===== config.mk =====
export PLATFORM = sky130hd
export DESIGN_NAME = wb_resp_merge
export DESIGN_NICKNAME = d
export VERILOG_FILES = /design/src/source/wb_bus_pkg.sv /design/src/source/wb_resp_merge.sv
export SDC_FILE = /design/constraint.sdc
export NUM_CORES = 1
export LEC_CHECK = 0
export BUFFER_PORTS_ARGS = -buffer_cell sky130_fd_sc_hd__buf_2
export CELL_PAD_IN_SITES_DETAIL_PLACEMENT = 0
export CELL_PAD_IN_SITES_GLOBAL_PLACEMENT = 1
export CORE_AREA = 2 2 87 89
export DETAILED_ROUTE_END_ITERATION = 10
export DIE_AREA = 0 0 89 91
export PLACE_DENSITY = 0.81
export SLEW_MARGIN = 20
export SYNTH_ARGS = -nofsm -noshare
export SYNTH_HDL_FRONTEND = slang
export SYNTH_SLANG_ARGS = --single-unit

===== constraint.sdc =====
create_clock -name i_clk -period 1.7 [get_ports i_clk]
set_input_delay 0.255 -clock i_clk [delete_from_list [all_inputs] [get_ports i_clk]]
set_output_delay 0.255 -clock i_clk [all_outputs]
set_load 0.005 [all_outputs]

===== src/source/wb_bus_pkg.sv =====
package wb_bus_pkg;

    // Data bus width
    localparam int WB_DATA_W = 32;

    // One select bit per byte lane
    localparam int WB_SEL_W = 4;

    // Bits carried by a single lane
    localparam int WB_BYTE_W = WB_DATA_W / WB_SEL_W;

    // All lanes enabled, full-word access
    localparam logic [WB_SEL_W-1:0] WB_SEL_FULL = '1;

endpackage

===== src/source/wb_resp_merge.sv =====
`timescale 1ns/10ps

module wb_resp_merge
    import wb_bus_pkg::*;
#(
    parameter int NUM_BANKS = 4
) (
    input  logic                                i_clk,
    input  logic                                i_rst,
    input  logic                                i_wb_cyc,
    input  logic [NUM_BANKS-1:0]                i_bank_ack,
    input  logic [NUM_BANKS-1:0][WB_DATA_W-1:0] i_bank_data,
    output logic                                o_wb_ack,
    output logic [WB_DATA_W-1:0]                o_wb_data
);

    logic                 ack_any;
    logic [WB_DATA_W-1:0] ack_data;
    logic                 r_ack;
    logic [WB_DATA_W-1:0] r_data;

    assign ack_any = |i_bank_ack;

    // Only one bank acks at a time, so an AND-OR select is enough
    always_comb begin
        ack_data = '0;
        for (int b = 0; b < NUM_BANKS; b++) begin
            if (i_bank_ack[b]) begin
                ack_data = ack_data | i_bank_data[b];
            end
        end
    end

    always_ff @(posedge i_clk) begin
        if (i_rst || !i_wb_cyc) begin
            r_ack <= 1'b0;
        end else begin
            r_ack <= ack_any;
        end
    end

    always_ff @(posedge i_clk) begin
        if (ack_any) begin
            r_data <= ack_data;
        end
    end

    assign o_wb_ack  = r_ack;
    assign o_wb_data = r_data;

endmodule


==> results of run 1 <==
cell families after synthesis:
family | synth area share
compound gates | 0.287
simple gates | 0.0836
flops | 0.586
buf+inv | 0.0441
placed cells by master (no fill, tap or decap), drive strengths merged:
master	n
edfxtp	32
nand2	32
and3b	1
dfxtp	1
clkinv	3
clkbuf	5
a22oi	64
or4	1
buf	171
layer usage:
metal | track usage | vias up | wire length (um)
met4 | 0.0373 | 0 | 84
met2 | 0.255 | 110 | 2940
met1 | 0.144 | 856 | 2140
met5 | 0 | - | 0
met3 | 0.0482 | 10 | 575
li1 | - | 912 | -
final cells by class:
class                           count  area (um^2)
Fill cell                         782         4460
Sequential cell                    33          981
Timing Repair Buffer              171          866
Multi-Input combinational cell     98          621
Tap cell                           99          124
Clock buffer                        5         68.8
Clock inverter                      3         12.5
registers in the layout, indices dropped and copies added (netlist names):
register and count:
o_wb_ack 1, o_wb_data 32
per-stage QoR:
stage | util | hold WS (ns)
final | 0.374 | 0.227
after global routing | 0.374 | 0.224
after floorplan | - | 0.411
after global placement | 0.363 | 0.495
after detailed placement | 0.363 | 0.506
after CTS | 0.374 | 0.211
worst paths after layout:
| path | startpoint | slack (ns) | cells after the start | end |
|---|---|---|---|---|
| hold / removal | i_wb_cyc | 0.23 | 2 | o_wb_ack |
| setup / recovery | i_bank_ack[1] | 0.46 | 3 | o_wb_ack |
power by group:
| group | leakage [nW] | switching, mW | internal, mW | total, mW |
|---|---|---|---|---|
| Sequential | 0.320 | 0.0197 | 0.989 | 1.01 |
| Clock | 0.0430 | 0.275 | 0.275 | 0.550 |
| Combinational | 0.918 | 0.199 | 0.234 | 0.433 |
| Total | 1.28 | 0.493 | 1.50 | 1.99 |
==> results.cfg, run 1 <==
[logic_synthesis]
ys.warnings.count = 0
syn_area_per_cell_um2 = 11.4
synthCells = 147
synthArstFlopShare = 0
yosys.area.top_type = edfxtp_1
synth.area.top_cells = edfxtp_1 (57%), a22oi_1 (29%), nand2_1 (7.2%)
ys_ff_latch = 33
ys_types = 9
syn_nets = 282
yosysTopAreaCellShare = 0.574
synth_edf_count = 32
synth.most_common_cell = a22oi_1
synth_area_um2 = 1680
synth_common_cells = a22oi_1 (64), edfxtp_1 (32), nand2_1 (32)
synth_flop_cell = edfxtp_1
synth_seq_area_share = 0.586

[global_routing]
grt_max_degree = 34
grt_pass1_wl_um = 8580
grt_pass1_vias = 1862
antenna_found_initial = 0
grt_overflow = 0
grt_use_total = 0.138

[critical_path]
path_delay_family = simple AND/OR/NAND/NOR gates
slowest_delay_ns = 0.77
crit_buf_inv = 1
cp-end-kind = flop
cp.required_ns = 1.87
cpMaxStageDelayCell = or4_4
crit_chain = buf_2 > or4_4 > and3b_1
arrival_ns = 1.41
start_kind = input pin
crit_type = in2reg
critPathMaxFanout = 33

[timing]
worst_pin_slew_ns = 0.439
setup_viol = 0
drv_slew = 0
slew_headroom = 0.707
setup_ws_ns = 0.459
finalCritPeriodShare = 0.730
min_period_ns = 1.24
finalSetupTns_ns = 0
rsz0062_at_grt = false
clock.fmax_mhz = 806
finalHoldViolations = 0

[status]
status = finished clean

[floorplan]
dieArea_um2 = 8100
core.rowCount = 31
initial_core_util = 0.235
ioPinCount = 168
coreArea_um2 = 7140
die_x_um = 89
die_h_um = 91

[layout]
instances_no_fill = 409
antenna_cells = 0
fin_nets = 444
drive_gt1_frac = 0.574
area_delta_synth_final_pct = 59.5
fin_area_um2 = 2670

[clocking]
cts.sinks = 33
cts_inserted_buffers = 5
cts_tree = done
holdBufCountCts = 0
cts_max_path_buffers = 2
cts_resized = 0
ctsHtreeMaxLevel = 2
clkTransAtPathRegs_ns = 0.06
post-cts-setup-buffer-count = 0
clock-root-buffer = clkbuf_8

[hold_path]
hold_class = in2reg

[power]
pwr_density_cell_nw_per_um2 = 745
p_leak_nw = 1.28
ir_drop_uv = 266
finalPower_mw = 1.99

[detailed_routing]
drt.antenna.violating_nets = 0
avgViaCountPerCell = 4.62
drtIter0Drc = 81
post_drt_wl_per_cell_um = 14.0
drc_errors = 0
dr.pass1.iters = 4
vias = 1888
wirelength_um = 5740

[placed_design]
dp_slack_ns = 0.158
place_congestion = 0.723
dp_cells = 401
dp_hpwl_um = 4300
place_area_um2 = 2590
portBuffers = 167

[job]
maxCapViolCount = 0
No activity file was read; power rests on OpenSTA's default activity.
==> run 2, diff against run 1 <==
==> constraint.sdc (replaced) <==
create_clock -name i_clk -period 1.2 [get_ports i_clk]
set_input_delay 0.18 -clock i_clk [delete_from_list [all_inputs] [get_ports i_clk]]
set_output_delay 0.18 -clock i_clk [all_outputs]
set_load 0.005 [all_outputs]
==> run 2 against run 1 <==
Power grew 44%. Hold slack worse by 0.065 ns. Setup slack got worse by 0.28 ns. Sequential share of layout area down 0.66 points. Core utilization is 0.68 points higher. First-iteration DRC count unchanged. Clock power is 49% higher. Critical path type unchanged. Largest power group unchanged.
==> results.cfg, run 2 (same netlist as run 1, synthesis figures left out) <==
[timing]
holdWs_ns = 0.162
finalCritPeriodShare = 0.853
rsz0062_at_grt = false
setup_viol = 0
finalHoldViolations = 0
worst_pin_slew_ns = 0.362
min_period_ns = 1.02
clock.fmax_mhz = 977
drv_slew = 0
slew_headroom = 0.759

[power]
ir_drop_uv = 417
p_leak_nw = 1.31
pwr_density_cell_nw_per_um2 = 1050

[floorplan]
ioPinCount = 168
initial_core_util = 0.235
die_x_um = 89
coreArea_um2 = 7140
dieArea_um2 = 8100
core.rowCount = 31
die_h_um = 91

[detailed_routing]
dr.pass1.iters = 4
vias = 1872
drtIter0Drc = 81
avgViaCountPerCell = 4.55
drt.antenna.violating_nets = 0
post_drt_wl_per_cell_um = 13.5
wirelength_um = 5550
drc_errors = 0

[critical_path]
crit_type = in2reg
start_kind = input pin
arrival_ns = 1.06
critPathMaxFanout = 16
cp-end-kind = flop
cp.required_ns = 1.23

[layout]
drive_gt1_frac = 0.577
instances_no_fill = 411
area_delta_synth_final_pct = 62.4
fin_nets = 446
largest_reg_flops = 32
layout_common_cells = buf_2 (167), a22oi_1 (64), nand2_1 (32), edfxtp_1 (32), clkbuf_8 (6)
final_common_cell = buf_2
antenna_cells = 0

[global_routing]
grt_pass1_vias = 1727
grt_overflow = 0
grt_max_degree = 33
antenna_found_initial = 0
grt_use_total = 0.130
grt_pass1_wl_um = 8140

[hold_path]
hold_class = in2reg
hold_end = o_wb_ack
min_from = i_wb_cyc
hold_depth = 2

[clocking]
clkTransAtPathRegs_ns = 0.06
ctsHtreeMaxLevel = 2
cts_tree = done
cts_max_path_buffers = 2
cts_inserted_buffers = 5
cts.sinks = 33
clock-root-buffer = clkbuf_8
holdBufCountCts = 0
post-cts-setup-buffer-count = 0
cts_resized = 0

[status]
status = finished clean

[placed_design]
portBuffers = 167
dp_hpwl_um = 4330
place_congestion = 0.680
dp_cells = 403

[job]
maxCapViolCount = 0
==> run 2: worst max-delay path by stage <==
stage	from	to
after floorplan	i_bank_ack[2]	o_wb_ack
after global placement	i_bank_ack[2]	o_wb_data[19]
after detailed placement	i_bank_ack[2]	o_wb_data[19]
after CTS	i_bank_ack[2]	o_wb_data[19]
after global routing	o_wb_data[11]	o_wb_data[11]
final	i_bank_ack[2]	o_wb_data[14]
==> run 2: layout make-up <==
| class | instances | area [um^2] |
|---|---|---|
| Sequential cell | 33 | 981 |
| Timing Repair Buffer | 173 | 906 |
| Fill cell | 766 | 4420 |
| Tap cell | 99 | 124 |
| Clock buffer | 8 | 90.1 |
| Multi-Input combinational cell | 98 | 621 |
==> run 2: metrics by stage <==
stage                     instance area, um^2  TNS, ns   util  power [mW]  worst slack, ns
after floorplan                          1680    -4.05      -        1.69           -0.156
after global placement                   2630    -3.15  0.369        2.07           -0.101
after detailed placement                 2630    -3.21  0.369        2.08           -0.102
after CTS                                2720        0  0.381        2.93            0.190
after global routing                     2720        0  0.381        3.06            0.183
final                                    2720        0  0.381        2.87            0.176
==> run 2: where the power goes <==
part	leakage, nW	switching (mW)	internal, mW	total, mW
Clock	0.0455	0.352	0.467	0.819
Sequential	0.320	0.0266	1.40	1.43
Combinational	0.939	0.284	0.338	0.622
==> run 2: critical path: stages <==
cell	delay [ns]
buf_2	0.10
or4_4	0.58
buf_12	0.18
==> run 2: layer usage <==
| metal | track usage | part of all wire |
|---|---|---|
| met4 | 0.0336 | 0.0083 |
| met1 | 0.150 | 0.39 |
| met3 | 0.0391 | 0.10 |
| met5 | 0 | 0 |
| met2 | 0.231 | 0.50 |
==> run 3, diff against run 2 <==
--- a/config.mk
+++ b/config.mk
@@ -5,13 +5,14 @@
 export SDC_FILE = /design/constraint.sdc
 export NUM_CORES = 1
 export LEC_CHECK = 0
+export ABC_AREA = 1
 export BUFFER_PORTS_ARGS = -buffer_cell sky130_fd_sc_hd__buf_2
 export CELL_PAD_IN_SITES_DETAIL_PLACEMENT = 0
 export CELL_PAD_IN_SITES_GLOBAL_PLACEMENT = 1
-export CORE_AREA = 2 2 87 89
+export CORE_AREA = 2 2 97 99
 export DETAILED_ROUTE_END_ITERATION = 10
-export DIE_AREA = 0 0 89 91
-export PLACE_DENSITY = 0.81
+export DIE_AREA = 0 0 99 101
+export PLACE_DENSITY = 0.83
 export SLEW_MARGIN = 20
 export SYNTH_ARGS = -nofsm -noshare
 export SYNTH_HDL_FRONTEND = slang
==> run 3 against run 2 <==
First-iteration DRC count decreased by 32%. Non-clock buffer count is 3 higher. Global-route usage fell by 0.30 points. Hold slack better by 0.025 ns. Critical path depth shrank 2. Count of clock-buffer cells in the layout down 2. Via count grew 31%. Largest cell class unchanged. Core utilization fell by 1.3 points. Largest power group unchanged.
==> results.cfg, run 3 <==
[status]
status = finished clean

[timing]
finalHoldViolations = 0
setup_viol = 0
drv_slew = 0
rsz0062_at_grt = false
slew_headroom = 0.847
worst_pin_slew_ns = 0.229
min_period_ns = 0.974
finalCritPeriodShare = 0.812
holdWs_ns = 0.187
finalSetupTns_ns = 0
clock.fmax_mhz = 1030
setup_ws_ns = 0.226

[job]
maxCapViolCount = 0

[placed_design]
dp_hpwl_um = 5190
place_area_um2 = 3230
dp_slack_ns = 0.190
place_congestion = 0.778
portBuffers = 167
dp_cells = 614

[critical_path]
path_delay_family = flip-flops
cpMaxStageDelayCell = edfxtp_1
crit_chain = buf_2
startpoint = o_wb_data[4]
arrival_ns = 0.79
cp.required_ns = 1.02
start_kind = flop
critPathMaxFanout = 1
crit_buf_inv = 1
slowest_delay_ns = 0.38
cp-end-kind = primary output
crit_type = reg2out

[logic_synthesis]
ys_ff_latch = 33
synth_flop_cell = edfxtp_1
syn_nets = 478
synth_common_cells = nand2_1 (208), inv_1 (65), edfxtp_1 (32)
synth.area.top_cells = edfxtp_1 (41%), nand2_1 (33%), inv_1 (10%)
synthAdderAreaFrac = 0
ys_types = 10
synthSimpleGateAreaFrac = 0.389
synth_top_family_by_area = simple AND/OR/NAND/NOR gates
synthMuxAreaShare = 0
synth.most_common_cell = nand2_1
syn_area_per_cell_um2 = 6.83
synth_edf_count = 32
synth_seq_area_share = 0.419
ys.warnings.count = 0
yosysTopAreaCellShare = 0.410
synth_compound_area_frac = 0.00374
yosys.area.top_type = edfxtp_1
synth-xor-area-share = 0
synthArstFlopShare = 0
synth_area_um2 = 2340
synthCells = 343

[layout]
antenna_cells = 0
layout_common_cells = nand2_1 (207), buf_2 (167), inv_1 (65), edfxtp_1 (32), nand2_2 (18)
drive_gt1_frac = 0.398
final_common_cell = nand2_1
fin_nets = 645
instances_no_fill = 621
nFillCells = 979
fin_area_um2 = 3310
largest_reg_flops = 32
fin_util = 0.369
area_delta_synth_final_pct = 41.2

[floorplan]
ioPinCount = 168
coreArea_um2 = 8980
dieArea_um2 = 10000
die_h_um = 101
die_x_um = 99
initial_core_util = 0.261
core.rowCount = 35

[detailed_routing]
wirelength_um = 6280
drt.antenna.violating_nets = 0
avgViaCountPerCell = 3.94
vias = 2449
drtIter0Drc = 55
post_drt_wl_per_cell_um = 10.1
dr.pass1.iters = 4
drc_errors = 0

[power]
pwr_density_cell_nw_per_um2 = 892
intPower_mw = 2.17
ir_drop_uv = 323
finalPower_mw = 2.95
p_seq_frac = 0.485
power.share.clock = 0.256
p_leak_nw = 2.04
p_switching_uw = 779
swShare = 0.264
power_frac_comb = 0.259

[clocking]
cts.sinks = 33
clkTransAtPathRegs_ns = 0.06
holdBufCountCts = 0
cts_inserted_buffers = 5
ctsHtreeMaxLevel = 2
cts_max_path_buffers = 2
clock-root-buffer = clkbuf_8
cts_tree = done
post-cts-setup-buffer-count = 0
cts_resized = 0

[global_routing]
antenna_found_initial = 0
grt_overflow = 0
grt_pass1_wl_um = 10200
grt_max_degree = 33
grt_pass1_vias = 2369
grt_use_total = 0.127

[hold_path]
min_from = i_rst
hold_class = in2reg
hold_depth = 4
hold_end = o_wb_ack
[run 3: changes by cell type in the layout (fill, tap and decap cells not counted), moves of 2 or more]
cell	change
a22oi_1	-64
inv_1	+65
nand2_1	+175
nand2_2	+18
buf_4	+2
[run 3: cell type report]
| type | count | area (um^2) | share of cell area |
|---|---|---|---|
| timing repair buffer | 176 | 941 | 0.284 |
| clock buffer | 6 | 72.6 | 0.0219 |
| tap | 111 | 139 | 0.0420 |
| sequential | 33 | 981 | 0.297 |
| multi-input combinational | 229 | 927 | 0.280 |
| clock inverter | 1 | 3.75 | 0.00113 |
| inverter | 65 | 244 | 0.0738 |
[run 3: metal layers]
layer	part of all wire	vias up	wire, um	GRT usage
met3	0.095	6	594	0.0340
li1	-	1315	-	-
met2	0.48	94	3020	0.229
met5	0	-	0	0
met1	0.41	1034	2590	0.147
met4	0.012	0	74	0.0400
[run 3: worst max-delay path by stage]
stage	end	slack (ns)	depth (start not counted)
floorplan	o_wb_data[0]	0.09	4
global placement	o_wb_data[13]	0.19	4
detailed placement	o_wb_data[14]	0.19	6
CTS	o_wb_data[31]	0.20	1
global route	o_wb_data[1]	0.17	1
finish	o_wb_data[4]	0.23	1
[run 3: cell families after synthesis]
group | Yosys count
DFF | 33
and+or+nand+nor | 228
AOI/OAI and AO/OA | 1
buffers and inverters | 81
[run 3: power by group through the flow]
stage / Sequential [mW] / Clock [mW] / Combinational [mW]
final: 1.43 / 0.756 / 0.763
after global routing: 1.44 / 0.839 / 0.881
after CTS: 1.43 / 0.802 / 0.776
after detailed placement: 1.46 / 0 / 0.774
after global placement: 1.45 / 0 / 0.767
after floorplan: 1.47 / 0 / 0.377
