[src/source/wb_map_pkg.sv]
package wb_map_pkg;

    // Bank select field, upper bits of the word address
    localparam int BANK_IDX_W = 2;

    // Word offset inside one bank
    localparam int BANK_OFS_W = 6;

    // Full word address seen on the master port
    localparam int WB_WADDR_W = BANK_IDX_W + BANK_OFS_W;

    typedef struct packed {
        logic [BANK_IDX_W-1:0] bank;
        logic [BANK_OFS_W-1:0] ofs;
    } wb_bank_addr_s;

    // Same word read either as a flat index or as bank plus offset
    typedef union packed {
        logic [WB_WADDR_W-1:0] flat;
        wb_bank_addr_s         split;
    } wb_waddr_u;

endpackage

[src/source/wb_bank_decode.sv]
`timescale 1ns/10ps

module wb_bank_decode
    import wb_map_pkg::*;
#(
    parameter int NUM_BANKS = 4
) (
    input  logic                  i_clk,
    input  logic                  i_rst,
    input  logic                  i_wb_cyc,
    input  logic                  i_wb_stb,
    input  wb_waddr_u             i_wb_addr,
    input  logic [NUM_BANKS-1:0]  i_bank_stall,
    input  logic [NUM_BANKS-1:0]  i_bank_ack,
    output logic                  o_wb_stall,
    output logic [NUM_BANKS-1:0]  o_bank_stb,
    output logic [BANK_OFS_W-1:0] o_bank_ofs
);

    logic [1:0]            out_cnt;
    logic [BANK_IDX_W-1:0] owner;
    logic [BANK_IDX_W-1:0] sel_bank;
    logic                  hold;
    logic                  accept;
    logic                  ack_any;

    // Indices past the last bank alias onto the low banks
    assign sel_bank = BANK_IDX_W'(i_wb_addr.split.bank % NUM_BANKS);
    assign o_bank_ofs = i_wb_addr.split.ofs;

    // Another bank may not start until the owner has answered everything
    assign hold = (out_cnt != 2'd0) && (sel_bank != owner);

    assign o_wb_stall = i_bank_stall[sel_bank] || hold;
    assign accept     = i_wb_cyc && i_wb_stb && !o_wb_stall;
    assign ack_any    = |i_bank_ack;

    always_comb begin
        o_bank_stb = '0;
        if (i_wb_stb && !hold) begin
            o_bank_stb[sel_bank] = 1'b1;
        end
    end

    // Requests accepted but not yet acked by a bank
    always_ff @(posedge i_clk) begin
        if (i_rst || !i_wb_cyc) begin
            out_cnt <= 2'd0;
        end else begin
            out_cnt <= out_cnt + 2'(accept) - 2'(ack_any);
        end
    end

    always_ff @(posedge i_clk) begin
        if (i_rst) begin
            owner <= '0;
        end else if (accept) begin
            owner <= sel_bank;
        end
    end

endmodule

[config.mk]
export PLATFORM = sky130hd
export DESIGN_NAME = wb_bank_decode
export DESIGN_NICKNAME = d
export VERILOG_FILES = /design/src/source/wb_map_pkg.sv /design/src/source/wb_bank_decode.sv
export SDC_FILE = /design/constraint.sdc
export NUM_CORES = 1
export LEC_CHECK = 0
export BUFFER_PORTS_ARGS = -buffer_cell sky130_fd_sc_hd__buf_2
export CAP_MARGIN = 20
export CORE_AREA = 2 2 39 41
export DETAILED_ROUTE_END_ITERATION = 8
export DIE_AREA = 0 0 41 43
export HOLD_SLACK_MARGIN = 0.08
export PLACE_DENSITY_LB_ADDON = 0.05
export SYNTH_ARGS = -nofsm -noshare
export SYNTH_HDL_FRONTEND = slang
export SYNTH_SLANG_ARGS = --single-unit
[constraint.sdc]
create_clock -name i_clk -period 2.8 [get_ports i_clk]
set_input_delay 0.42 -clock i_clk [delete_from_list [all_inputs] [get_ports i_clk]]
set_output_delay 0.42 -clock i_clk [all_outputs]
set_load 0.01 [all_outputs]
==> results of run 1 <==
==> logic make-up after synthesis <==
| kind of cell | after synthesis |
|---|---|
| compound gates | 1 |
| mux | 3 |
| simple gates | 16 |
| buf+inv | 8 |
| fa+ha+maj | 2 |
| flops | 4 |
| xor+xnor | 4 |
==> where the power goes <==
part	total [mW]	switching, mW	leakage (nW)	internal [mW]
registers	0.0634	0.00221	0.0328	0.0611
clock network	0.0713	0.0234	0.0138	0.0479
logic	0.0571	0.0275	0.159	0.0296
==> per-layer routing <==
metal,vias up,global-route usage (%)
li1,155,-
met3,2,9.948
met5,-,0
met1,137,11.65
met2,17,17.50
met4,0,8.000
==> metrics by stage <==
| step | utilization, % | hold WS [ns] | instance area [sq um] |
|---|---|---|---|
| finish | 33.91 | 0.4120 | 469.2 |
| global route | 33.91 | 0.4356 | 469.2 |
| floorplan | - | 0.4960 | 381.6 |
| detailed placement | 32.28 | 0.5564 | 446.7 |
| CTS | 33.91 | 0.4057 | 469.2 |
| global placement | 32.28 | 0.5358 | 446.7 |
==> final cells by class <==
cell class / count / area [sq um] / area share (%)
multi-input combinational: 26 / 249.0 / 53.07
timing repair buffer: 18 / 90.09 / 19.20
sequential: 4 / 80.08 / 17.07
clock buffer: 3 / 22.52 / 4.800
tap: 16 / 20.02 / 4.267
inverter: 2 / 7.507 / 1.600
==> registers in the layout (all words and copies together) (netlist names) <==
signal   count
out_cnt      2
owner        2
==> cells in the final DEF, fill, tap and decap left out, drive strengths merged, types with 2 or more instances in the layout <==
cell type / Yosys / final
mux2i: 2 / 2
clkbuf: 0 / 3
nor3: 2 / 2
inv: 2 / 2
dfxtp: 4 / 4
xnor2: 3 / 3
nor3b: 3 / 3
or2b: 4 / 4
buf: 6 / 18
ha: 2 / 2
==> path summary, 6_finish.rpt <==
path	start	slack (ns)	end	depth (start not counted)
min	i_rst	0.41	out_cnt[1]	2
max	i_wb_addr[6]	0.56	out_cnt[1]	10
max reg2reg	owner[0]	0.77	out_cnt[1]	10
min reg2reg	owner[1]	0.56	owner[1]	2
==> metrics.md, run 1 <==
| Metric | Value |
|---|---|
| Number of nets produced by synthesis | `60` |
| Synthesized instance count | `38` |
| Fillcell total | `150` |
| Number of endpoints with negative hold slack in the final report | `0` |
| PnR Total Power | `191.7 uW` |
| Number of cells in the design after placement | `66` |
| Synth Cell Area | `381.6 sq um` |
| DRC violation count after routing | `0` |
| Clock buffer depth | `2` |
| Clock Root Buffer | `sky130_fd_sc_hd__clkbuf_4` |
| Number of global-route vias before repair | `330` |
| Accumulated negative setup slack | `0 ns` |
| Top cells by area in the synthesized netlist | `sky130_fd_sc_hd__dfxtp_1 21%, sky130_fd_sc_hd__buf_4 12%, sky130_fd_sc_hd__or2b_2 9.2%` |
| Global-route wire length before repair | `1366 um` |
| Top-count cell post-synth | `sky130_fd_sc_hd__buf_4` |
| Post-route setup slack | `0.5554 ns` |
| Arrival time of the worst setup path | `2.40 ns` |
| Required time of the worst setup path | `2.95 ns` |
| Wire length on met1 | `251 um` |
| DRT antenna net count | `0` |
| Fraction of layout cells with a size suffix above 1 | `54.72%` |
| Clock net sink count | `4` |
| Crit path kind | `input port to flop` |
| Number of enable-type register cells in the synthesized netlist | `0` |
| Layout Skew | `0.005212 ns` |
| Cell Chain, Critical Path | `buf_2, mux4_2, nor3_4, inv_1, ha_1, inv_1, ha_1, xor2_1, xnor2_1, nor3b_1` |
| Post-layout minimum cycle time | `2.245 ns` |
| Wirelength per Cell | `11.41 um` |
| Avg Synthesized Cell Area | `10.04 sq um` |
| Startpoint class of the critical path | `input port` |
| Type of the tightest min-delay check | `input port to flop` |
| Dominant combinational cell family by area after synthesis | `simple AND/OR/NAND/NOR gates` |
| Slowest Stage Delay on Critical Path | `0.56 ns` |
| Latest clock arrival within the worst-skew pair | `0.24 ns` |
| Detailed router's first-iteration violation count | `4` |
| Power per standard cell area | `408.6 nW/um^2` |
| Bufs and invs on worst path | `3` |
| Number of buffers created by CTS | `3` |
| Clock tree from TritonCTS | `yes` |
| GRT Util Overall | `12.37%` |
| Share of synthesized flip-flops with an asynchronous set or reset | `0%` |
| Top-level I/O count | `31` |
| Overflow left after global routing | `0` |
| DIE HEIGHT | `43 um` |
| Syn. warnings | `0` |
| Cell with the biggest individual delay on the critical path | `sky130_fd_sc_hd__mux4_2` |
| N_diodes | `0` |
| Synthesized-area fraction occupied by xor and xnor cells | `9.180%` |
| Length of routed met3 wiring | `105 um` |
| Syn-to-layout area delta | `22.95%` |
| Endpoint class of the critical path | `flop` |
| Number of slew-limit violations in the final report | `0` |
| Adder-cell area share of the yosys netlist | `6.557%` |
| Maximum number of pins on one net before global-route repair | `8` |
| CTS clock-pin slew for the worst setup and hold paths | `0.04 ns` |
| Via Count | `311` |
| Share of the synthesized area in compound gates (AO/OA/AOI/OAI) | `4.262%` |
| RSZ-0062 raised after global routing | `false` |
| Initial antenna violation count | `0` |
| Input/output buffers | `18` |
| Number of maximum-capacitance constraint violations | `0` |
| Family of cells with the greatest summed delay on the critical path | `multiplexers` |
| Top achievable clock speed | `0.4455 GHz` |
| Number of gates resized after cts | `0` |
| Area of the core | `1384 sq um` |
| Count of buffers added by post-CTS timing repair for setup | `0` |
| Slew of the pin with the lowest slew margin | `0.2657 ns` |
| Synth unique cells | `21` |
| Final RePlAce weighted congestion | `0.6781` |
| Initial core utilization | `27.58%` |
| Synthesis-stage register bit count | `4` |
| Number of buffers inserted for hold repair after clock tree synthesis | `0` |
| Die area | `1763 sq um` |
| Ys flop type | `sky130_fd_sc_hd__dfxtp_1` |
| Total detailed-routing wirelength | `787 um` |
| Leak | `0.2060 nW` |
| Multiplexer area fraction after synthesis | `11.15%` |
| 1st-pass router iterations | `3` |
| Met2 layer wire length in the routed design | `408 um` |
| Worst-path fanout max | `7` |
| Area fraction of the dominant cell type after synthesis | `20.98%` |
| Horizontal die dimension | `41 um` |
| Status | `finished clean` |
| Final #Nets | `77` |
| Area fraction in and, or, nand and nor cells after synthesis | `34.10%` |
| Maximum level of the CTS H-tree | `1` |
| Top routing layer used | `met4` |
| Worst slack after detailed placement | `0.2813 ns` |
| Share of the clock period used by the worst path | `80.17%` |
| Cell taking the most area after synthesis | `sky130_fd_sc_hd__dfxtp_1` |
| Maximum resistive drop on vdd | `232.9 uV` |
| Final setup fails | `0` |
| Row Count | `14` |
| Routed via count divided by cell count | `4.507` |
| Number of standard cells in the final layout excluding fillers | `69` |
| Sequential share of the synthesized area | `20.98%` |
| Max-Slew Margin vs Limit | `82.16%` |
| Most frequent cells after synthesis | `6 x sky130_fd_sc_hd__buf_4, 4 x sky130_fd_sc_hd__dfxtp_1, 4 x sky130_fd_sc_hd__or2b_2, 3 x sky130_fd_sc_hd__xnor2_1` |
(Power assumes the default switching activity.)
==> inputs of run 2 (changes only) <==
==> constraint.sdc (replaced) <==
create_clock -name i_clk -period 2.3 [get_ports i_clk]
set_input_delay 0.345 -clock i_clk [delete_from_list [all_inputs] [get_ports i_clk]]
set_output_delay 0.345 -clock i_clk [all_outputs]
set_load 0.01 [all_outputs]
==> run 2 against run 1 <==
Compared with the run above: sequential share of layout area is 0.53 points lower; register-to-register slack worse by 0.41 ns; largest cell class unchanged; non-clock buffer count is 2 higher; critical path type unchanged.
==> metrics.md, run 2 (same netlist as run 1, synthesis figures left out) <==
| Metric | Value |
|---|---|
| Global-route wire length before repair | `1311 um (was 1366 um)` |
| Top-level I/O count | `31 (unchanged)` |
| Arrival time of the worst setup path | `2.17 ns (was 2.40 ns)` |
| Highest-count cells in the layout ignoring fill and taps | `18 x sky130_fd_sc_hd__buf_2, 4 x sky130_fd_sc_hd__or2b_2, 4 x sky130_fd_sc_hd__dfxtp_1 (unchanged)` |
| CTS clock-pin slew for the worst setup and hold paths | `0.04 ns (about the same)` |
| Clock buffer depth | `2 (unchanged)` |
| Commonest non-fill, non-tap cell in the layout | `sky130_fd_sc_hd__buf_2 (unchanged)` |
| Hold Slack | `0.3497 ns (was 0.4120 ns)` |
| RSZ-0062 raised after global routing | `false (unchanged)` |
| Final HPWL DP | `696.5 um` |
| N_diodes | `0 (unchanged)` |
| Latest clock arrival within the worst-skew pair | `0.23 ns (was 0.24 ns)` |
| Final setup fails | `0 (unchanged)` |
| Routed via count divided by cell count | `4.352 (was 4.507)` |
| Setup slack of the worst register-to-register path | `0.36 ns (was 0.77 ns)` |
| Share of the clock period used by the worst path | `88.09%` |
| Number of gates resized after cts | `0 (unchanged)` |
| R2r startpoint | `owner[0] (unchanged)` |
| Die area | `1763 sq um (unchanged)` |
| Number of cells in the design after placement | `68 (was 66)` |
| Initial antenna violation count | `0 (unchanged)` |
| Clock Root Buffer | `sky130_fd_sc_hd__clkbuf_4 (unchanged)` |
| Number of standard cells in the final layout excluding fillers | `71 (was 69)` |
| Maximum number of pins on one net before global-route repair | `8 (unchanged)` |
| Hold depth | `2 (unchanged)` |
| Post-layout minimum cycle time | `2.026 ns` |
| Destination of the worst register-to-register timing path | `out_cnt[1] (unchanged)` |
| Initial core utilization | `27.58% (unchanged)` |
| Worst-path fanout max | `3 (was 7)` |
| Syn-to-layout area delta | `26.89% (was 22.95%)` |
| Final #Nets | `79 (was 77)` |
| GRT Util Overall | `10.94% (was 12.37%)` |
| Clock tree from TritonCTS | `yes (unchanged)` |
| Biggest registers after layout | `out_cnt: 2 flops, owner: 2 flops (unchanged)` |
| Number of global-route vias before repair | `338 (was 330)` |
| Number of buffers created by CTS | `3 (unchanged)` |
| Overflow left after global routing | `0 (unchanged)` |
| Leak | `0.2161 nW (was 0.2060 nW)` |
| Critical path endpoint | `out_cnt[1] (unchanged)` |
| Maximum resistive drop on vdd | `237.7 uV (was 232.9 uV)` |
| Accumulated negative setup slack | `0 ns (unchanged)` |
| Clock net sink count | `4 (unchanged)` |
| Count of buffers added by post-CTS timing repair for setup | `0 (unchanged)` |
| Maximum level of the CTS H-tree | `1 (unchanged)` |
| Fraction of layout cells with a size suffix above 1 | `56.36% (was 54.72%)` |
| Via Count | `309 (was 311)` |
| Status | `finished clean (unchanged)` |
| Required time of the worst setup path | `2.45 ns (was 2.95 ns)` |
| Wirelength per Cell | `11.00 um (was 11.41 um)` |
| Final RePlAce weighted congestion | `0.7353 (was 0.6781)` |
| Number of endpoints with negative hold slack in the final report | `0 (unchanged)` |
| Row Count | `14 (unchanged)` |
| Power per standard cell area | `482.5 nW/um^2 (was 408.6 nW/um^2)` |
| PnR Total Power | `233.6 uW (was 191.7 uW)` |
| DRT antenna net count | `0 (unchanged)` |
| Slew of the pin with the lowest slew margin | `0.2690 ns (was 0.2657 ns)` |
| Layout Skew | `0.002113 ns (was 0.005212 ns)` |
| Endpoint class of the critical path | `flop (unchanged)` |
| Input/output buffers | `18 (unchanged)` |
| Detailed router's first-iteration violation count | `3 (was 4)` |
| Top achievable clock speed | `0.4936 GHz` |
| Type of the tightest min-delay check | `input port to flop (unchanged)` |
| 1st-pass router iterations | `2 (was 3)` |
| Crit path kind | `input port to flop (unchanged)` |
| Cells on worst reg2reg path | `10 (unchanged)` |
| Startpoint of the worst setup timing path | `i_wb_addr[6] (unchanged)` |
| Max-Slew Margin vs Limit | `81.94% (was 82.16%)` |
| Number of maximum-capacitance constraint violations | `0 (unchanged)` |
| Number of slew-limit violations in the final report | `0 (unchanged)` |
| Total detailed-routing wirelength | `781 um (was 787 um)` |
| DIE HEIGHT | `43 um (unchanged)` |
| DRC violation count after routing | `0 (unchanged)` |
| Area of the core | `1384 sq um (unchanged)` |
| Number of buffers inserted for hold repair after clock tree synthesis | `0 (unchanged)` |
| Startpoint class of the critical path | `input port (unchanged)` |
| Horizontal die dimension | `41 um (unchanged)` |
run 2: cell type report:
type	instances	area, sq um
fill	152	899.6
multi-input combinational	26	249.0
timing repair buffer	20	105.1
sequential	4	80.08
clock buffer	3	22.52
tap	16	20.02
inverter	2	7.507
run 2: per-layer routing:
layer,global-route usage [%],wire length (um),up-vias
met5,0,0,-
met4,6.000,0,0
met3,5.759,87,0
met2,17.81,419,14
met1,10.29,274,136
li1,-,-,159
run 2: power breakdown:
| part | leakage (nW) | internal (mW) | switching, mW |
|---|---|---|---|
| Clock | 0.0138 | 0.0582 | 0.0261 |
| Sequential | 0.0328 | 0.0744 | 0.00274 |
| Combinational | 0.170 | 0.0383 | 0.0339 |
run 2: worst min-delay path by stage:
stage	from	endpoint	slack, ns
after floorplan	i_rst	out_cnt[1]	0.42
after global placement	out_cnt[1]	out_cnt[1]	0.54
after detailed placement	out_cnt[1]	out_cnt[1]	0.56
after CTS	i_rst	out_cnt[1]	0.34
after global routing	i_rst	out_cnt[1]	0.36
final	i_rst	out_cnt[1]	0.35
run 2: through the flow:
stage / setup WS (ns) / cell area, sq um / util (%)
3_3_place_gp: 0.03938 / 461.7 / 33.36
4_1_cts: 0.2488 / 484.2 / 34.99
2_1_floorplan: 0.2034 / 381.6 / -
6_report: 0.2739 / 484.2 / 34.99
5_1_grt: 0.08831 / 484.2 / 34.99
3_5_place_dp: 0.02887 / 461.7 / 33.36
run 2: worst max-delay path, cell delays in order:
cell                      delay [ns]
sky130_fd_sc_hd__buf_2          0.12
sky130_fd_sc_hd__mux4_2         0.54
sky130_fd_sc_hd__nor3_4         0.18
sky130_fd_sc_hd__inv_1          0.06
sky130_fd_sc_hd__ha_1           0.27
sky130_fd_sc_hd__inv_1          0.04
sky130_fd_sc_hd__ha_1           0.17
sky130_fd_sc_hd__xor2_1         0.15
sky130_fd_sc_hd__xnor2_1        0.13
sky130_fd_sc_hd__nor3b_1        0.16
==> inputs of run 3 (changes only) <==
==> constraint.sdc (replaced) <==
create_clock -name i_clk -period 2.3 [get_ports i_clk]
set_input_delay 0 -clock i_clk [delete_from_list [all_inputs] [get_ports i_clk]]
set_output_delay 0 -clock i_clk [all_outputs]
set_load 0.01 [all_outputs]
==> run 3 against run 2 <==
Compared with the run above: clock skew increased by 0.00096 ns; clock power increased by 6.5%; largest cell class unchanged; final cell count increased by 8.5%; global-route usage increased by 0.10 points; worst setup slack improved by 0.013 ns; critical endpoint unchanged; clock-buffer cell count unchanged; utilization increased by 4.7 points; critical path type is now flop to flop; worst hold slack got worse by 0.17 ns; die area unchanged.
==> metrics.md, run 3 (same netlist as run 1, synthesis figures left out) <==
| Metric | Value |
|---|---|
| Status | `finished clean (unchanged)` |
| 1st-pass router iterations | `2 (unchanged)` |
| Global-route wire length before repair | `1262 um (was 1311 um)` |
| Biggest registers after layout | `out_cnt: 2 flops, owner: 2 flops (unchanged)` |
| Via Count | `335 (was 309)` |
| Final setup fails | `0 (unchanged)` |
| PnR Total Power | `250.8 uW (was 233.6 uW)` |
| Cell with the biggest individual delay on the critical path | `sky130_fd_sc_hd__dfxtp_1 (was sky130_fd_sc_hd__mux4_2)` |
| Maximum resistive drop on vdd | `289.3 uV (was 237.7 uV)` |
| Area of the core | `1384 sq um (unchanged)` |
| RSZ-0062 raised after global routing | `false (unchanged)` |
| Count of buffers added by post-CTS timing repair for setup | `0 (unchanged)` |
| Maximum level of the CTS H-tree | `1 (unchanged)` |
| Number of endpoints with negative hold slack in the final report | `0 (unchanged)` |
| Number of slew-limit violations in the final report | `0 (unchanged)` |
| GRT Util Overall | `11.04% (was 10.94%)` |
| Initial antenna violation count | `0 (unchanged)` |
| Number of global-route vias before repair | `323 (was 338)` |
| R2r startpoint | `owner[0] (unchanged)` |
| Final core utilization | `39.69% (was 34.99%)` |
| Crit path kind | `flop to flop (was input port to flop)` |
| Final RePlAce weighted congestion | `0.7067 (was 0.7353)` |
| Row Count | `14 (unchanged)` |
| DIE HEIGHT | `43 um (unchanged)` |
| Cells on worst reg2reg path | `10 (unchanged)` |
| Wirelength per Cell | `10.61 um (was 11.00 um)` |
| Commonest non-fill, non-tap cell in the layout | `sky130_fd_sc_hd__buf_2 (unchanged)` |
| Non-Filler Cell Area, Final | `549.3 sq um (was 484.2 sq um)` |
| Logic depth of the worst path, buffers included | `10 (unchanged)` |
| N_diodes | `0 (unchanged)` |
| Bufs and invs on worst path | `2 (was 3)` |
| Number of standard cells in the final layout excluding fillers | `77 (was 71)` |
| Total detailed-routing wirelength | `817 um (was 781 um)` |
| Clock net sink count | `4 (unchanged)` |
| Fraction of layout cells with a size suffix above 1 | `47.54% (was 56.36%)` |
| Final #Nets | `85 (was 79)` |
| Clock buffer depth | `2 (unchanged)` |
| DRT antenna net count | `0 (unchanged)` |
| Top achievable clock speed | `0.4967 GHz (was 0.4936 GHz)` |
| Share of the clock period used by the worst path | `87.54% (was 88.09%)` |
| Clock tree from TritonCTS | `yes (unchanged)` |
| Layout Skew | `0.003076 ns (was 0.002113 ns)` |
| Syn-to-layout area delta | `43.93% (was 26.89%)` |
| Number of maximum-capacitance constraint violations | `0 (unchanged)` |
| Initial core utilization | `27.58% (unchanged)` |
| Top-level I/O count | `31 (unchanged)` |
| Startpoint class of the critical path | `flop (was input port)` |
| Setup slack of the worst register-to-register path | `0.29 ns (was 0.36 ns)` |
| Arrival time of the worst setup path | `2.17 ns (about the same)` |
| Power per standard cell area | `456.5 nW/um^2 (was 482.5 nW/um^2)` |
| Slew of the pin with the lowest slew margin | `0.2640 ns (was 0.2690 ns)` |
| Cell Chain, Critical Path | `xnor2_1, a21oi_4, nor3_4, inv_1, ha_1, inv_1, ha_1, xor2_1, xnor2_1, nor3b_1 (was buf_2, mux4_2, nor3_4, inv_1, ha_1, inv_1, ha_1, xor2_1, xnor2_1, nor3b_1)` |
| Routed via count divided by cell count | `4.351 (was 4.352)` |
| Accumulated negative setup slack | `0 ns (unchanged)` |
| Destination of the worst register-to-register timing path | `out_cnt[1] (unchanged)` |
| Clock Root Buffer | `sky130_fd_sc_hd__clkbuf_4 (unchanged)` |
| Hold depth | `3 (was 2)` |
| DRC violation count after routing | `0 (unchanged)` |
| Horizontal die dimension | `41 um (unchanged)` |
| CTS clock-pin slew for the worst setup and hold paths | `0.04 ns (about the same)` |
| Detailed router's first-iteration violation count | `2 (was 3)` |
| Die area | `1763 sq um (unchanged)` |
| Post-layout minimum cycle time | `2.013 ns (was 2.026 ns)` |
| Number of cells in the design after placement | `66 (was 68)` |
| Fillcell total | `147 (was 152)` |
| Number of buffers created by CTS | `3 (unchanged)` |
| Endpoint class of the critical path | `flop (unchanged)` |
| Number of gates resized after cts | `0 (unchanged)` |
| Maximum number of pins on one net before global-route repair | `8 (unchanged)` |
| Hold path start | `i_wb_addr[6] (was i_rst)` |
| Required time of the worst setup path | `2.46 ns (was 2.45 ns)` |
| Slowest Stage Delay on Critical Path | `0.32 ns (was 0.54 ns)` |
| Latest clock arrival within the worst-skew pair | `0.24 ns (was 0.23 ns)` |
| Worst-path fanout max | `4 (was 3)` |
| Standard cell area after detailed placement | `446.7 sq um (was 461.7 sq um)` |
| Number of buffers inserted for hold repair after clock tree synthesis | `8 (was 0)` |
| Type of the tightest min-delay check | `input port to flop (unchanged)` |
| Worst Hold Endpoint | `owner[0] (was out_cnt[1])` |
| Input/output buffers | `18 (unchanged)` |
| Family of cells with the greatest summed delay on the critical path | `XOR/XNOR gates (was multiplexers)` |
| Final HPWL DP | `681.5 um (was 696.5 um)` |
| Overflow left after global routing | `0 (unchanged)` |
| Leak | `0.2394 nW (was 0.2161 nW)` |
| Highest-count cells in the layout ignoring fill and taps | `18 x sky130_fd_sc_hd__buf_2, 8 x sky130_fd_sc_hd__dlygate4sd3_1, 4 x sky130_fd_sc_hd__or2b_2, 4 x sky130_fd_sc_hd__dfxtp_1 (was 18 x sky130_fd_sc_hd__buf_2, 4 x sky130_fd_sc_hd__or2b_2, 4 x sky130_fd_sc_hd__dfxtp_1)` |
| Max-Slew Margin vs Limit | `82.27% (was 81.94%)` |
## run 3: cell count changes in the layout (fill, tap and decap cells not counted)
cell                            before  now
sky130_fd_sc_hd__buf_4               2    0
sky130_fd_sc_hd__dlygate4sd3_1       0    8
## run 3: metal layers
metal / global-route usage, % / vias to the layer above / routed length [um]
li1: - / 170 / -
met1: 10.29 / 151 / 313
met2: 17.81 / 14 / 463
met3: 6.283 / 0 / 41
met4: 6.000 / 0 / 0
met5: 0 / - / 0
## run 3: worst max-delay path by stage
stage                     slack (ns)         end          from
after floorplan                 0.41  out_cnt[1]      owner[0]
after global placement          0.25  out_cnt[1]  i_wb_addr[6]
after detailed placement        0.25  out_cnt[1]  i_wb_addr[6]
after CTS                       0.26  out_cnt[1]      owner[0]
after global routing            0.05  out_cnt[1]      owner[0]
final                           0.29  out_cnt[1]      owner[0]
## run 3: worst min-delay path, delay by kind of cell
kind / cells / cell delay [ns]
buffers and inverters: 1 / 0.14
multiplexers: 1 / 0.05
AND/OR/NAND/NOR: 1 / 0.16
## run 3: cell type report
cell class / instances / area, sq um / share of cell area (%)
multi-input combinational: 26 / 249.0 / 45.33
timing repair buffer: 26 / 170.2 / 30.98
sequential: 4 / 80.08 / 14.58
clock buffer: 3 / 22.52 / 4.100
tap: 16 / 20.02 / 3.645
inverter: 2 / 7.507 / 1.367
## run 3: report_power, final
group          leakage (nW)  internal (mW)  switching (mW)  total [mW]
Sequential           0.0328         0.0743         0.00287      0.0772
Combinational         0.193         0.0454          0.0384      0.0837
Clock                0.0138         0.0586          0.0313      0.0898
## run 3: per-stage QoR
step           hold slack [ns]  worst slack, ns
4_1_cts                 0.1805           0.2586
6_report                0.1821           0.2866
3_3_place_gp        0.00006862           0.2524
5_1_grt                 0.1949          0.05407
3_5_place_dp        0.00006862           0.2450
2_1_floorplan          0.03295           0.4066
